$ cat src/fetch_pkg.sv
// fetch stage shared definitions
// reset address, address and cache line geometry, cache controller states
// used by the fetch unit, the instruction cache and its tag/data store

package fetch_pkg;

    // full virtual address width of the core
    parameter int ADDR_W = 64;

    // pc value loaded by reset, start of the boot image
    parameter logic [ADDR_W-1:0] RESET_PC = 64'h8000_0000;

    // one cache line is 128 bits, i.e. four 32-bit instructions
    parameter int LINE_W = 128;

    // byte offset bits inside a line
    // 16 bytes per line -> 4 bits
    parameter int OFFSET_W = 4;

    // cache controller FSM
    // IDLE    waiting for a request from the fetch unit
    // LOOKUP  array read and tag compare for the latched address
    // REFILL  memory request held until the line comes back
    typedef enum logic [1:0] {
        IDLE   = 2'd0,
        LOOKUP = 2'd1,
        REFILL = 2'd2
    } cache_state_e;

endpackage

$ cat src/fetch_top.sv
// fetch stage top level
// fetch unit in front of the instruction cache
// the cache refills over a level/strobe memory port
// LINES sets the number of cache sets and is passed down

module fetch_top #(
    parameter int LINES = 16
) (
    input  logic                         clk,
    input  logic                         rst,
    // pipeline side
    input  logic                         dnpc_valid_i,
    input  logic                         block_i,
    input  logic [fetch_pkg::ADDR_W-1:0] dnpc_i,
    input  logic                         id_en_i,
    output logic [fetch_pkg::ADDR_W-1:0] pc_o,
    output logic [31:0]                  instr_o,
    output logic                         inst_valid_o,
    // memory side
    output logic [fetch_pkg::ADDR_W-1:0] mem_addr_o,
    output logic                         mem_valid_o,
    input  logic [fetch_pkg::LINE_W-1:0] mem_data_i,
    input  logic                         mem_ready_i
);

    // fetch unit to cache
    logic [fetch_pkg::ADDR_W-1:0] cpu_addr;
    logic                         cpu_req;
    logic [63:0]                  cpu_word;
    logic                         cpu_ready;

    // request address is the current pc
    assign cpu_addr = pc_o;

    fetch_unit u_fetch_unit (
        .clk          (clk),
        .rst          (rst),
        .dnpc_valid_i (dnpc_valid_i),
        .block_i      (block_i),
        .dnpc_i       (dnpc_i),
        .id_en_i      (id_en_i),
        .cpu_word_i   (cpu_word),
        .cpu_ready_i  (cpu_ready),
        .pc_o         (pc_o),
        .instr_o      (instr_o),
        .inst_valid_o (inst_valid_o),
        .cpu_req_o    (cpu_req)
    );

    icache #(
        .LINES (LINES)
    ) u_icache (
        .clk         (clk),
        .rst         (rst),
        .cpu_addr_i  (cpu_addr),
        .cpu_req_i   (cpu_req),
        .cpu_word_o  (cpu_word),
        .cpu_ready_o (cpu_ready),
        .mem_addr_o  (mem_addr_o),
        .mem_valid_o (mem_valid_o),
        .mem_data_i  (mem_data_i),
        .mem_ready_i (mem_ready_i)
    );

endmodule

$ cat src/fetch_unit.sv
// instruction fetch unit
// holds the pc, issues one cache request per pc value and drops words
// that come back for a pc that was already replaced
// the selected 32-bit instruction is held until decode takes it

module fetch_unit (
    input  logic                         clk,
    input  logic                         rst,
    // next pc from the pipeline
    input  logic                         dnpc_valid_i,
    input  logic                         block_i,
    input  logic [fetch_pkg::ADDR_W-1:0] dnpc_i,
    // decode acceptance
    input  logic                         id_en_i,
    // cache return
    input  logic [63:0]                  cpu_word_i,
    input  logic                         cpu_ready_i,
    output logic [fetch_pkg::ADDR_W-1:0] pc_o,
    output logic [31:0]                  instr_o,
    output logic                         inst_valid_o,
    output logic                         cpu_req_o
);

    // pc update enable
    logic pc_en;

    // a request is in flight, either just pulsed or waiting on the cache
    logic busy;
    logic pending_q;

    // in-flight request belongs to an older pc
    logic stale_q;

    // returned word is kept
    logic accept;

    // instruction half picked by pc bit 2
    logic [31:0] instr_sel;

    assign pc_en     = dnpc_valid_i & ~block_i;
    assign busy      = cpu_req_o | pending_q;
    // a word returning while the pc moves is also for the old pc
    assign accept    = cpu_ready_i & ~stale_q & ~pc_en;
    assign instr_sel = pc_o[2] ? cpu_word_i[63:32] : cpu_word_i[31:0];

    // program counter
    always_ff @(posedge clk) begin
        if (rst) begin
            pc_o <= fetch_pkg::RESET_PC;
        end else if (pc_en) begin
            pc_o <= dnpc_i;
        end
    end

    // request pulse
    // set during reset so the first cycle after release fetches RESET_PC
    // a pc update asks again once the cache is free, otherwise the
    // request is deferred until the stale word has come back
    always_ff @(posedge clk) begin
        if (rst) begin
            cpu_req_o <= 1'b1;
        end else begin
            cpu_req_o <= (pc_en & (~busy | cpu_ready_i)) | (stale_q & cpu_ready_i);
        end
    end

    // outstanding request tracking
    always_ff @(posedge clk) begin
        if (rst) begin
            pending_q <= 1'b0;
        end else if (cpu_req_o) begin
            pending_q <= 1'b1;
        end else if (cpu_ready_i) begin
            pending_q <= 1'b0;
        end
    end

    // stale flag, cleared by the return it marks
    always_ff @(posedge clk) begin
        if (rst) begin
            stale_q <= 1'b0;
        end else if (cpu_ready_i) begin
            stale_q <= 1'b0;
        end else if (pc_en && busy) begin
            stale_q <= 1'b1;
        end
    end

    // valid flag
    // holds while decode stalls, clears once decode takes the instruction
    // unless a new one arrives in the same cycle
    always_ff @(posedge clk) begin
        if (rst) begin
            inst_valid_o <= 1'b0;
        end else if (accept) begin
            inst_valid_o <= 1'b1;
        end else if (id_en_i) begin
            inst_valid_o <= 1'b0;
        end
    end

    // instruction payload
    always_ff @(posedge clk) begin
        if (accept) begin
            instr_o <= instr_sel;
        end
    end

endmodule

$ cat src/icache.sv
// read-only direct-mapped instruction cache controller
// latches a fetch request, looks it up in the store and returns
// the 64-bit half of the line picked by address bit 3
// on a miss the whole line is fetched from memory with a level request
// held until the ready strobe, then the lookup is repeated

module icache #(
    parameter int LINES = 16
) (
    input  logic                          clk,
    input  logic                          rst,
    // fetch unit side
    input  logic [fetch_pkg::ADDR_W-1:0]  cpu_addr_i,
    input  logic                          cpu_req_i,
    output logic [63:0]                   cpu_word_o,
    output logic                          cpu_ready_o,
    // memory side
    output logic [fetch_pkg::ADDR_W-1:0]  mem_addr_o,
    output logic                          mem_valid_o,
    input  logic [fetch_pkg::LINE_W-1:0]  mem_data_i,
    input  logic                          mem_ready_i
);

    localparam int IDX_W    = $clog2(LINES);
    localparam int LADDR_W  = fetch_pkg::ADDR_W - fetch_pkg::OFFSET_W;
    localparam int TAG_W    = LADDR_W - IDX_W;
    localparam int HALF_W   = fetch_pkg::LINE_W / 2;

    // controller state
    fetch_pkg::cache_state_e state;
    fetch_pkg::cache_state_e state_d;

    // latched request, line address and word half select
    logic [LADDR_W-1:0] line_addr_q;
    logic               half_q;

    // store interface
    logic [IDX_W-1:0]            st_index;
    logic [TAG_W-1:0]            st_tag;
    logic                        st_wr_en;
    logic                        st_hit;
    logic [fetch_pkg::LINE_W-1:0] st_line;

    // request is taken only while idle
    always_ff @(posedge clk) begin
        if (state == fetch_pkg::IDLE && cpu_req_i) begin
            line_addr_q <= cpu_addr_i[fetch_pkg::ADDR_W-1:fetch_pkg::OFFSET_W];
            half_q      <= cpu_addr_i[3];
        end
    end

    // next state
    always_comb begin
        state_d = state;
        case (state)
            fetch_pkg::IDLE: begin
                if (cpu_req_i) begin
                    state_d = fetch_pkg::LOOKUP;
                end
            end
            fetch_pkg::LOOKUP: begin
                // hit returns this cycle, miss goes out to memory
                if (st_hit) begin
                    state_d = fetch_pkg::IDLE;
                end else begin
                    state_d = fetch_pkg::REFILL;
                end
            end
            fetch_pkg::REFILL: begin
                // line lands in the store at this edge, look it up again
                if (mem_ready_i) begin
                    state_d = fetch_pkg::LOOKUP;
                end
            end
            default: begin
                state_d = fetch_pkg::IDLE;
            end
        endcase
    end

    always_ff @(posedge clk) begin
        if (rst) begin
            state <= fetch_pkg::IDLE;
        end else begin
            state <= state_d;
        end
    end

    // set index from the low line address bits, tag from the rest
    assign st_index = line_addr_q[IDX_W-1:0];
    assign st_tag   = line_addr_q[LADDR_W-1:IDX_W];

    // write the refilled line in the ready cycle
    assign st_wr_en = (state == fetch_pkg::REFILL) && mem_ready_i;

    icache_store #(
        .LINES (LINES)
    ) u_store (
        .clk       (clk),
        .rst       (rst),
        .index_i   (st_index),
        .tag_i     (st_tag),
        .wr_en_i   (st_wr_en),
        .wr_line_i (mem_data_i),
        .hit_o     (st_hit),
        .line_o    (st_line)
    );

    // one-cycle ready strobe, only a lookup hit answers the fetch unit
    assign cpu_ready_o = (state == fetch_pkg::LOOKUP) && st_hit;

    // address bit 3 picks the upper or lower half of the line
    assign cpu_word_o = half_q ? st_line[fetch_pkg::LINE_W-1:HALF_W]
                               : st_line[HALF_W-1:0];

    // memory request is a level for the whole refill
    // address is line aligned and cannot move since line_addr_q
    // only loads in IDLE
    assign mem_valid_o = (state == fetch_pkg::REFILL);
    assign mem_addr_o  = {line_addr_q, {fetch_pkg::OFFSET_W{1'b0}}};

endmodule

$ cat src/icache_store.sv
// instruction cache storage
// direct-mapped valid, tag and data arrays with asynchronous read
// compares the stored tag of the addressed set with the incoming tag
// a write fills a whole line and marks the set valid

module icache_store #(
    parameter int LINES = 16
) (
    input  logic                                  clk,
    input  logic                                  rst,
    input  logic [$clog2(LINES)-1:0]              index_i,
    input  logic [fetch_pkg::ADDR_W-fetch_pkg::OFFSET_W-$clog2(LINES)-1:0] tag_i,
    input  logic                                  wr_en_i,
    input  logic [fetch_pkg::LINE_W-1:0]          wr_line_i,
    output logic                                  hit_o,
    output logic [fetch_pkg::LINE_W-1:0]          line_o
);

    // set index and tag widths follow from the number of sets
    localparam int IDX_W = $clog2(LINES);
    localparam int TAG_W = fetch_pkg::ADDR_W - fetch_pkg::OFFSET_W - IDX_W;

    // one valid bit per set
    logic [LINES-1:0] valid_q;

    // tag and line storage, no reset needed
    logic [TAG_W-1:0]            tag_mem  [LINES];
    logic [fetch_pkg::LINE_W-1:0] data_mem [LINES];

    // stored tag of the addressed set
    logic [TAG_W-1:0] rd_tag;

    // valid bits start cleared so every set misses after reset
    always_ff @(posedge clk) begin
        if (rst) begin
            valid_q <= '0;
        end else if (wr_en_i) begin
            valid_q[index_i] <= 1'b1;
        end
    end

    // refill writes tag and line together
    always_ff @(posedge clk) begin
        if (wr_en_i) begin
            tag_mem[index_i]  <= tag_i;
            data_mem[index_i] <= wr_line_i;
        end
    end

    // combinational read of the set
    assign rd_tag = tag_mem[index_i];
    assign line_o = data_mem[index_i];

    // hit only on a valid set with matching tag
    assign hit_o = valid_q[index_i] && (rd_tag == tag_i);

endmodule

$ cat config.mk
export PLATFORM = sky130hd
export DESIGN_NAME = fetch_top
export DESIGN_NICKNAME = d
export VERILOG_FILES = /design/src/fetch_pkg.sv /design/src/fetch_top.sv /design/src/fetch_unit.sv /design/src/icache.sv /design/src/icache_store.sv
export SDC_FILE = /design/constraint.sdc
export NUM_CORES = 2
export LEC_CHECK = 0
export CAP_MARGIN = 10
export CORE_MARGIN = 3
export CORE_UTILIZATION = 30
export CTS_CLUSTER_SIZE = 16
export DETAILED_ROUTE_END_ITERATION = 8
export DONT_BUFFER_PORTS = 1
export PLACE_DENSITY_LB_ADDON = 0.08
export SYNTH_ARGS = -nofsm -noshare
export SYNTH_HDL_FRONTEND = slang
export SYNTH_SLANG_ARGS = --single-unit
$ cat constraint.sdc
create_clock -name clk -period 14.2 [get_ports clk]
set_input_delay 1.42 -clock clk [delete_from_list [all_inputs] [get_ports clk]]
set_output_delay 1.42 -clock clk [all_outputs]
set_load 0.1 [all_outputs]
; After elaboration in Yosys (flattened, before gate mapping)
; Memory sizes are Yosys's and may differ from the RTL's. A register that Yosys moved wholly into a read port is not among the register bits.
; Index checks and enable logic that the tools add are counted.
[classes]
addsub = 0
multipliers = 0
n_div = 0
magnitude_cmp = 2
eq_ne = 5
shifts = 0
mux = 18
bitwise = 13
reduce_logical = 11
[op_table]
columns = cell, n
row1 = 64-bit 2-to-1 mux, 1
row2 = 56-bit equality test, 1
row3 = 32-bit 2-to-1 mux, 1
row4 = 16-bit bitwise OR, 1
row5 = 1-bit 2-to-1 mux, 8
row6 = 4-bit 2-to-1 mux, 2
row7 = 1-bit logical AND, 6
row8 = 2-bit 2-to-1 mux, 3
row9 = 2-bit one-hot mux with 3 select lines, 1
row10 = 1-bit AND, 5
row11 = "4-bit by 5-bit less-than comparator with 1-bit output, second input constant", 1
row12 = 1-bit binary-select mux with 4-bit select, 1
row13 = 1-bit demux with 4-bit select, 1
row14 = "4-bit by 1-bit greater-or-equal comparator with 1-bit output, second input constant", 1
row15 = 1-bit inverter, 4
row16 = 2-bit nonzero test, 2
row17 = 1-bit bitwise OR, 3
row18 = "2-bit by 1-bit equality test with 1-bit output, second input constant", 1
row19 = "2-bit equality test, second input constant", 1
row20 = 2-bit logical NOT, 1
row21 = "2-bit by 1-bit inequality test with 1-bit output, second input constant", 1
row22 = "2-bit inequality test, second input constant", 1
row23 = 2-bit AND reduction, 1
row24 = 2-bit OR reduction, 1
[totals]
regBits = 179
latchBits = 0
ramBits = 2944
romBits = 0
output_inout_bits = 162
word_cells = 61
mem_count = 2
[mem_list]
columns = name, depth, word_bits, rd, rd_ports_with_merged_regs, wr, line
row1 = u_icache.u_store.data_mem, 16, 128, 1, 1, 1, icache_store.sv:28  ; logic [fetch_pkg::LINE_W-1:0] data_mem [LINES];
row2 = u_icache.u_store.tag_mem, 16, 56, 1, 1, 1, icache_store.sv:27  ; logic [TAG_W-1:0] tag_mem [LINES];

; Longest topological paths before layout
[depth]
word_depth = 7
ltp_mapped = 17

; Modules after synthesis
; Synthesis repeated with hierarchy kept, for this count alone.
[unflattened]
hier_cells = 5163
hier_area_um2 = 119766.1
[by_module_without_submodules]
columns = module, instances, cells_each, area_per_inst_um2
row1 = icache_store, 1, 4649, 112638.0
row2 = fetch_unit, 1, 365, 4082.7
row3 = icache, 1, 149, 3045.4

; Least setup slack after synthesis
; OpenSTA, ideal clock, no wires.
[synth_timing]
kind = reg-to-reg
startpoint = reg u_icache.state[1]
endpoint = mem u_icache.u_store.data_mem[0][0] (netlist bit), enable pin
setup_ns = 0.955
t_arrival_ns = 14.917
required_time_ns = 13.245
setup_slack_ns = -1.672
path_stages_with_launch = 5
n_path_buf = 0
period_less_slack_ns = 15.872
cell_sequence = dfxtp_1 > nor2b_1 > nand2_1 > or3_1 > nor3_1
[synth_between]
elab_chain_len = 4
[synth_rtl]
columns = item, line
row1 = from (decl), icache.sv:30  ; fetch_pkg::cache_state_e state;
row2 = from (signal assigned), icache.sv:83  ; state <= fetch_pkg::IDLE;
row3 = from (signal assigned), icache.sv:85  ; state <= state_d;
row4 = 2-bit equality test, n/a
row5 = via mem_valid_o, fetch_top.sv:21  ; output logic mem_valid_o,
row6 = 1-bit logical AND, icache.sv:94  ; assign st_wr_en = (state == fetch_pkg::REFILL) && mem_ready_i;
row7 = 1-bit 2-to-1 mux, icache_store.sv:44  ; if (wr_en_i) begin
row8 = 1-bit 2-to-1 mux (implied by the code), icache_store.sv:46  ; data_mem[index_i] <= wr_line_i;
row9 = to (decl), icache_store.sv:28
; The timed path passes the listed nets, and every way through them passes these cells.

==> impl_results.md <==
* Reg2reg setup slack at 7130 ps
* Final instance area at 139000 um2
* # fillers at 36441
* Starting DRT DRC Count at 4567
* Maximum number of pins on one net before global-route repair at 93
* Ys flop type: edfxtp_1
* Crit start category: flip-flop
* Cells after Synth at 5236
* Worst vdd ir at 0.0982 mV
* FF+latch area at 93000 um2
* Most common cell in the netlist: edfxtp_1
* Fmax at 0.141 GHz
* Hold-fix buffers at CTS at 0
* Final hold viol count at 0
* Placed Area at 128000 um2
* Worst-Skew Late Latency at 940 ps
* Seq cells post-synth at 3127
* Wirelength per Cell at 32.5 um
* Drt via density at 5.03
* Area share of the largest cell type after synthesis at 0.763
* Drt pass-1 iters at 5
* Final Power at 21300 uW
* # Post-CTS Setup Buffers at 0
* DP Cell Count at 10440
* Fin nets at 5765
* Routed via count at 55856
* Slew @ Worst Pin at 1290 ps
* Run status: finished clean
* Synth top cells by count: edfxtp_1 (3037), mux4_2 (822), nand2_1 (215), mux2i_1 (155), clkbuf_1 (101)
* Worst-path cell chain: buf_12, buf_4, nor2b_1, a32oi_1, o211ai_1, a211oi_1, or4_1, nor4_1, nand4_1, nor4_2, buf_4
* CTS Sinks at 3127
* Ys async rst share at 0
* Worst slew margin at 0.137
* Register area share after synthesis at 0.778
* Post-Route WL at 361 mm
* DIE WIDTH at 637 um
* Post-layout min period at 7070 ps
* Crit path max-delay family: simple AND/OR/NAND/NOR gates
* Synth top area cells: edfxtp_1 (76%), mux4_2 (15%), dfxtp_1 (1.5%)
* CTS buffer count at 366
* Antenna Nets Post-Route at 0
* First-pass GRT wire length at 502 mm
* Placer Congestion at 0.787
* Area Growth Syn to Fin at 16.6%
* Leakage power at 0.0426 uW
* Gates resized, CTS repair at 0
* CP max FO at 92
* Die H at 637 um
* Highest cell delay on the worst timing path at 1090 ps
* Number of global-route vias before repair at 59281
* Synth warn at 0
* Clock slew at reported path FFs at 60 ps
* CTS Buffer Depth at 4
* Max_cap viols at 0
* PwrDens at 153 nW/um2
* Die area at 406000 um2
* Netlist cell types at 76
* CP Capture Point: u_fetch_unit.instr_o[13]$_DFFE_PP_
* WP buf/inv at 3
* Unrepaired setup endpoints after global routing: no
* WP data arrival at 7590 ps
* Num ports at 360
* H-tree depth at 5
* Worst R2R Path Depth at 11
* FF-to-FF End: u_fetch_unit.instr_o[13]$_DFFE_PP_
* Mapped Avg Cell Area at 22.8 um2
* DRC at 0
* Initial antenna violation count at 21
* Post-Layout Cell Count at 11114
* Share of cells above drive strength 1 at 0.276
* EDFF count, synth at 3037
* Worst path depth at 11
* CTS tree: built
* Max stage delay cell, worst path: nor2b_1
* Total grt overflow at 0
* Core area at 396000 um2
* Detail Placement HPWL at 198 mm
* Final period util at 0.498
* CP required at 14720 ps
* Layout Skew at 81.1 ps
* Starting Density at 0.302
* Largest area contributor in the netlist: edfxtp_1
* Port-buffer cells at 0
* Multi-input gate area in the final layout at 25200 um2
* Hold Crit Class: flip-flop to flip-flop
* CTS root buffer: clkbuf_16
* Post-Synthesis Cell Area at 120000 um2
* Setup CP Type: flip-flop to flip-flop
* CP Capture Type: flip-flop
* Most common cell on crit path: buf_4
* Cell row count at 231
* Final Setup Violations at 0
* Slew Viols, Final at 0
* Global-route usage over all layers at 0.176
* Setup TNS at 0 ps
-- logic make-up after synthesis --
family	count (synthesis)	share of synthesized area
XOR/XNOR	41	0.00300
flip-flops	3127	0.778
other	1	0.0000314
buffers and inverters	296	0.0124
AO/OA/AOI/OAI	304	0.0176
AND/OR/NAND/NOR	459	0.0180
multiplexers	1008	0.171
-- worst register-to-register path, cell delays in order, from the launching register on --
cell and delay [ps]:
dfxtp_4 730, buf_12 590, buf_4 920, nor2b_1 1130, a32oi_1 260, o211ai_1 270, a211oi_1 130, or4_1 450
nor4_1 450, nand4_1 250, nor4_2 610, buf_4 800
-- sequential cells by signal, indices dropped and copies added, names as in the netlist, named ones only --
name / cells
u_icache.u_store.valid_q: 16
u_fetch_unit.pending_q: 1
u_icache.u_store.data_mem: 2048
u_fetch_unit.pc_o: 64
u_fetch_unit.instr_o: 32
u_icache.line_addr_q: 60
u_fetch_unit.inst_valid_o: 1
u_fetch_unit.cpu_req_o: 1
u_icache.state: 2
u_icache.u_store.tag_mem: 896
u_fetch_unit.stale_q: 1
u_icache.half_q: 1
-- metrics by stage --
step | hold slack [ps] | setup WS [ps] | utilization
3_3_place_gp | 447 | 7110 | 0.322
4_1_cts | 445 | 7090 | 0.351
5_1_grt | 486 | 6960 | 0.352
3_5_place_dp | 453 | 7070 | 0.322
2_1_floorplan | 435 | 3320 | -
6_report | 469 | 7130 | 0.352
-- cell type report --
| class | instances | share of cell area |
|---|---|---|
| sequential | 3127 | 0.668 |
| multi-input combinational | 1816 | 0.181 |
| clock buffer | 472 | 0.0714 |
| tap | 5242 | 0.0471 |
| timing repair buffer | 236 | 0.0199 |
| clock inverter | 188 | 0.0122 |
| inverter | 20 | 0.000593 |
| antenna | 13 | 0.000233 |
-- layer usage --
| metal | up-vias | routed length, um | global-route usage |
|---|---|---|---|
| met3 | 437 | 18400 | 0.0316 |
| met5 | - | 0 | 0 |
| met2 | 1281 | 179000 | 0.298 |
| met4 | 0 | 7850 | 0.0403 |
| li1 | 22963 | - | - |
| met1 | 31175 | 156000 | 0.234 |
-- worst min path at each step --
stage / from / end / slack (ps) / cells after the start
floorplan: u_icache.u_store.valid_q[10]$_SDFFE_PP0P_ / u_icache.u_store.valid_q[10]$_SDFFE_PP0P_ / 430 / 2
global placement: u_icache.u_store.valid_q[14]$_SDFFE_PP0P_ / u_icache.u_store.valid_q[14]$_SDFFE_PP0P_ / 450 / 2
detailed placement: u_icache.u_store.valid_q[14]$_SDFFE_PP0P_ / u_icache.u_store.valid_q[14]$_SDFFE_PP0P_ / 450 / 2
CTS: mem_data_i[59] / u_icache.u_store.data_mem[10][59]$_DFFE_PP_ / 440 / 0
global route: mem_data_i[33] / u_icache.u_store.data_mem[10][33]$_DFFE_PP_ / 490 / 0
finish: u_icache.u_store.valid_q[14]$_SDFFE_PP0P_ / u_icache.u_store.valid_q[14]$_SDFFE_PP0P_ / 470 / 2
-- placed cells by master, fill, tap and decap left out, types with 81 or more instances in the layout --
master / n
mux2i_1: 155
dfxtp_1: 85
clkbuf_16: 378
a21oi_1: 89
mux4_2: 822
buf_4: 177
clkinv_1: 86
nand2_1: 215
nor2_1: 81
edfxtp_1: 3037
-- where the power goes --
group          total, uW  switching [uW]  internal [uW]
clock network       9170            3780           5390
logic               1790            1050            736
registers          10300             115          10200
(Power assumes the default switching activity.)
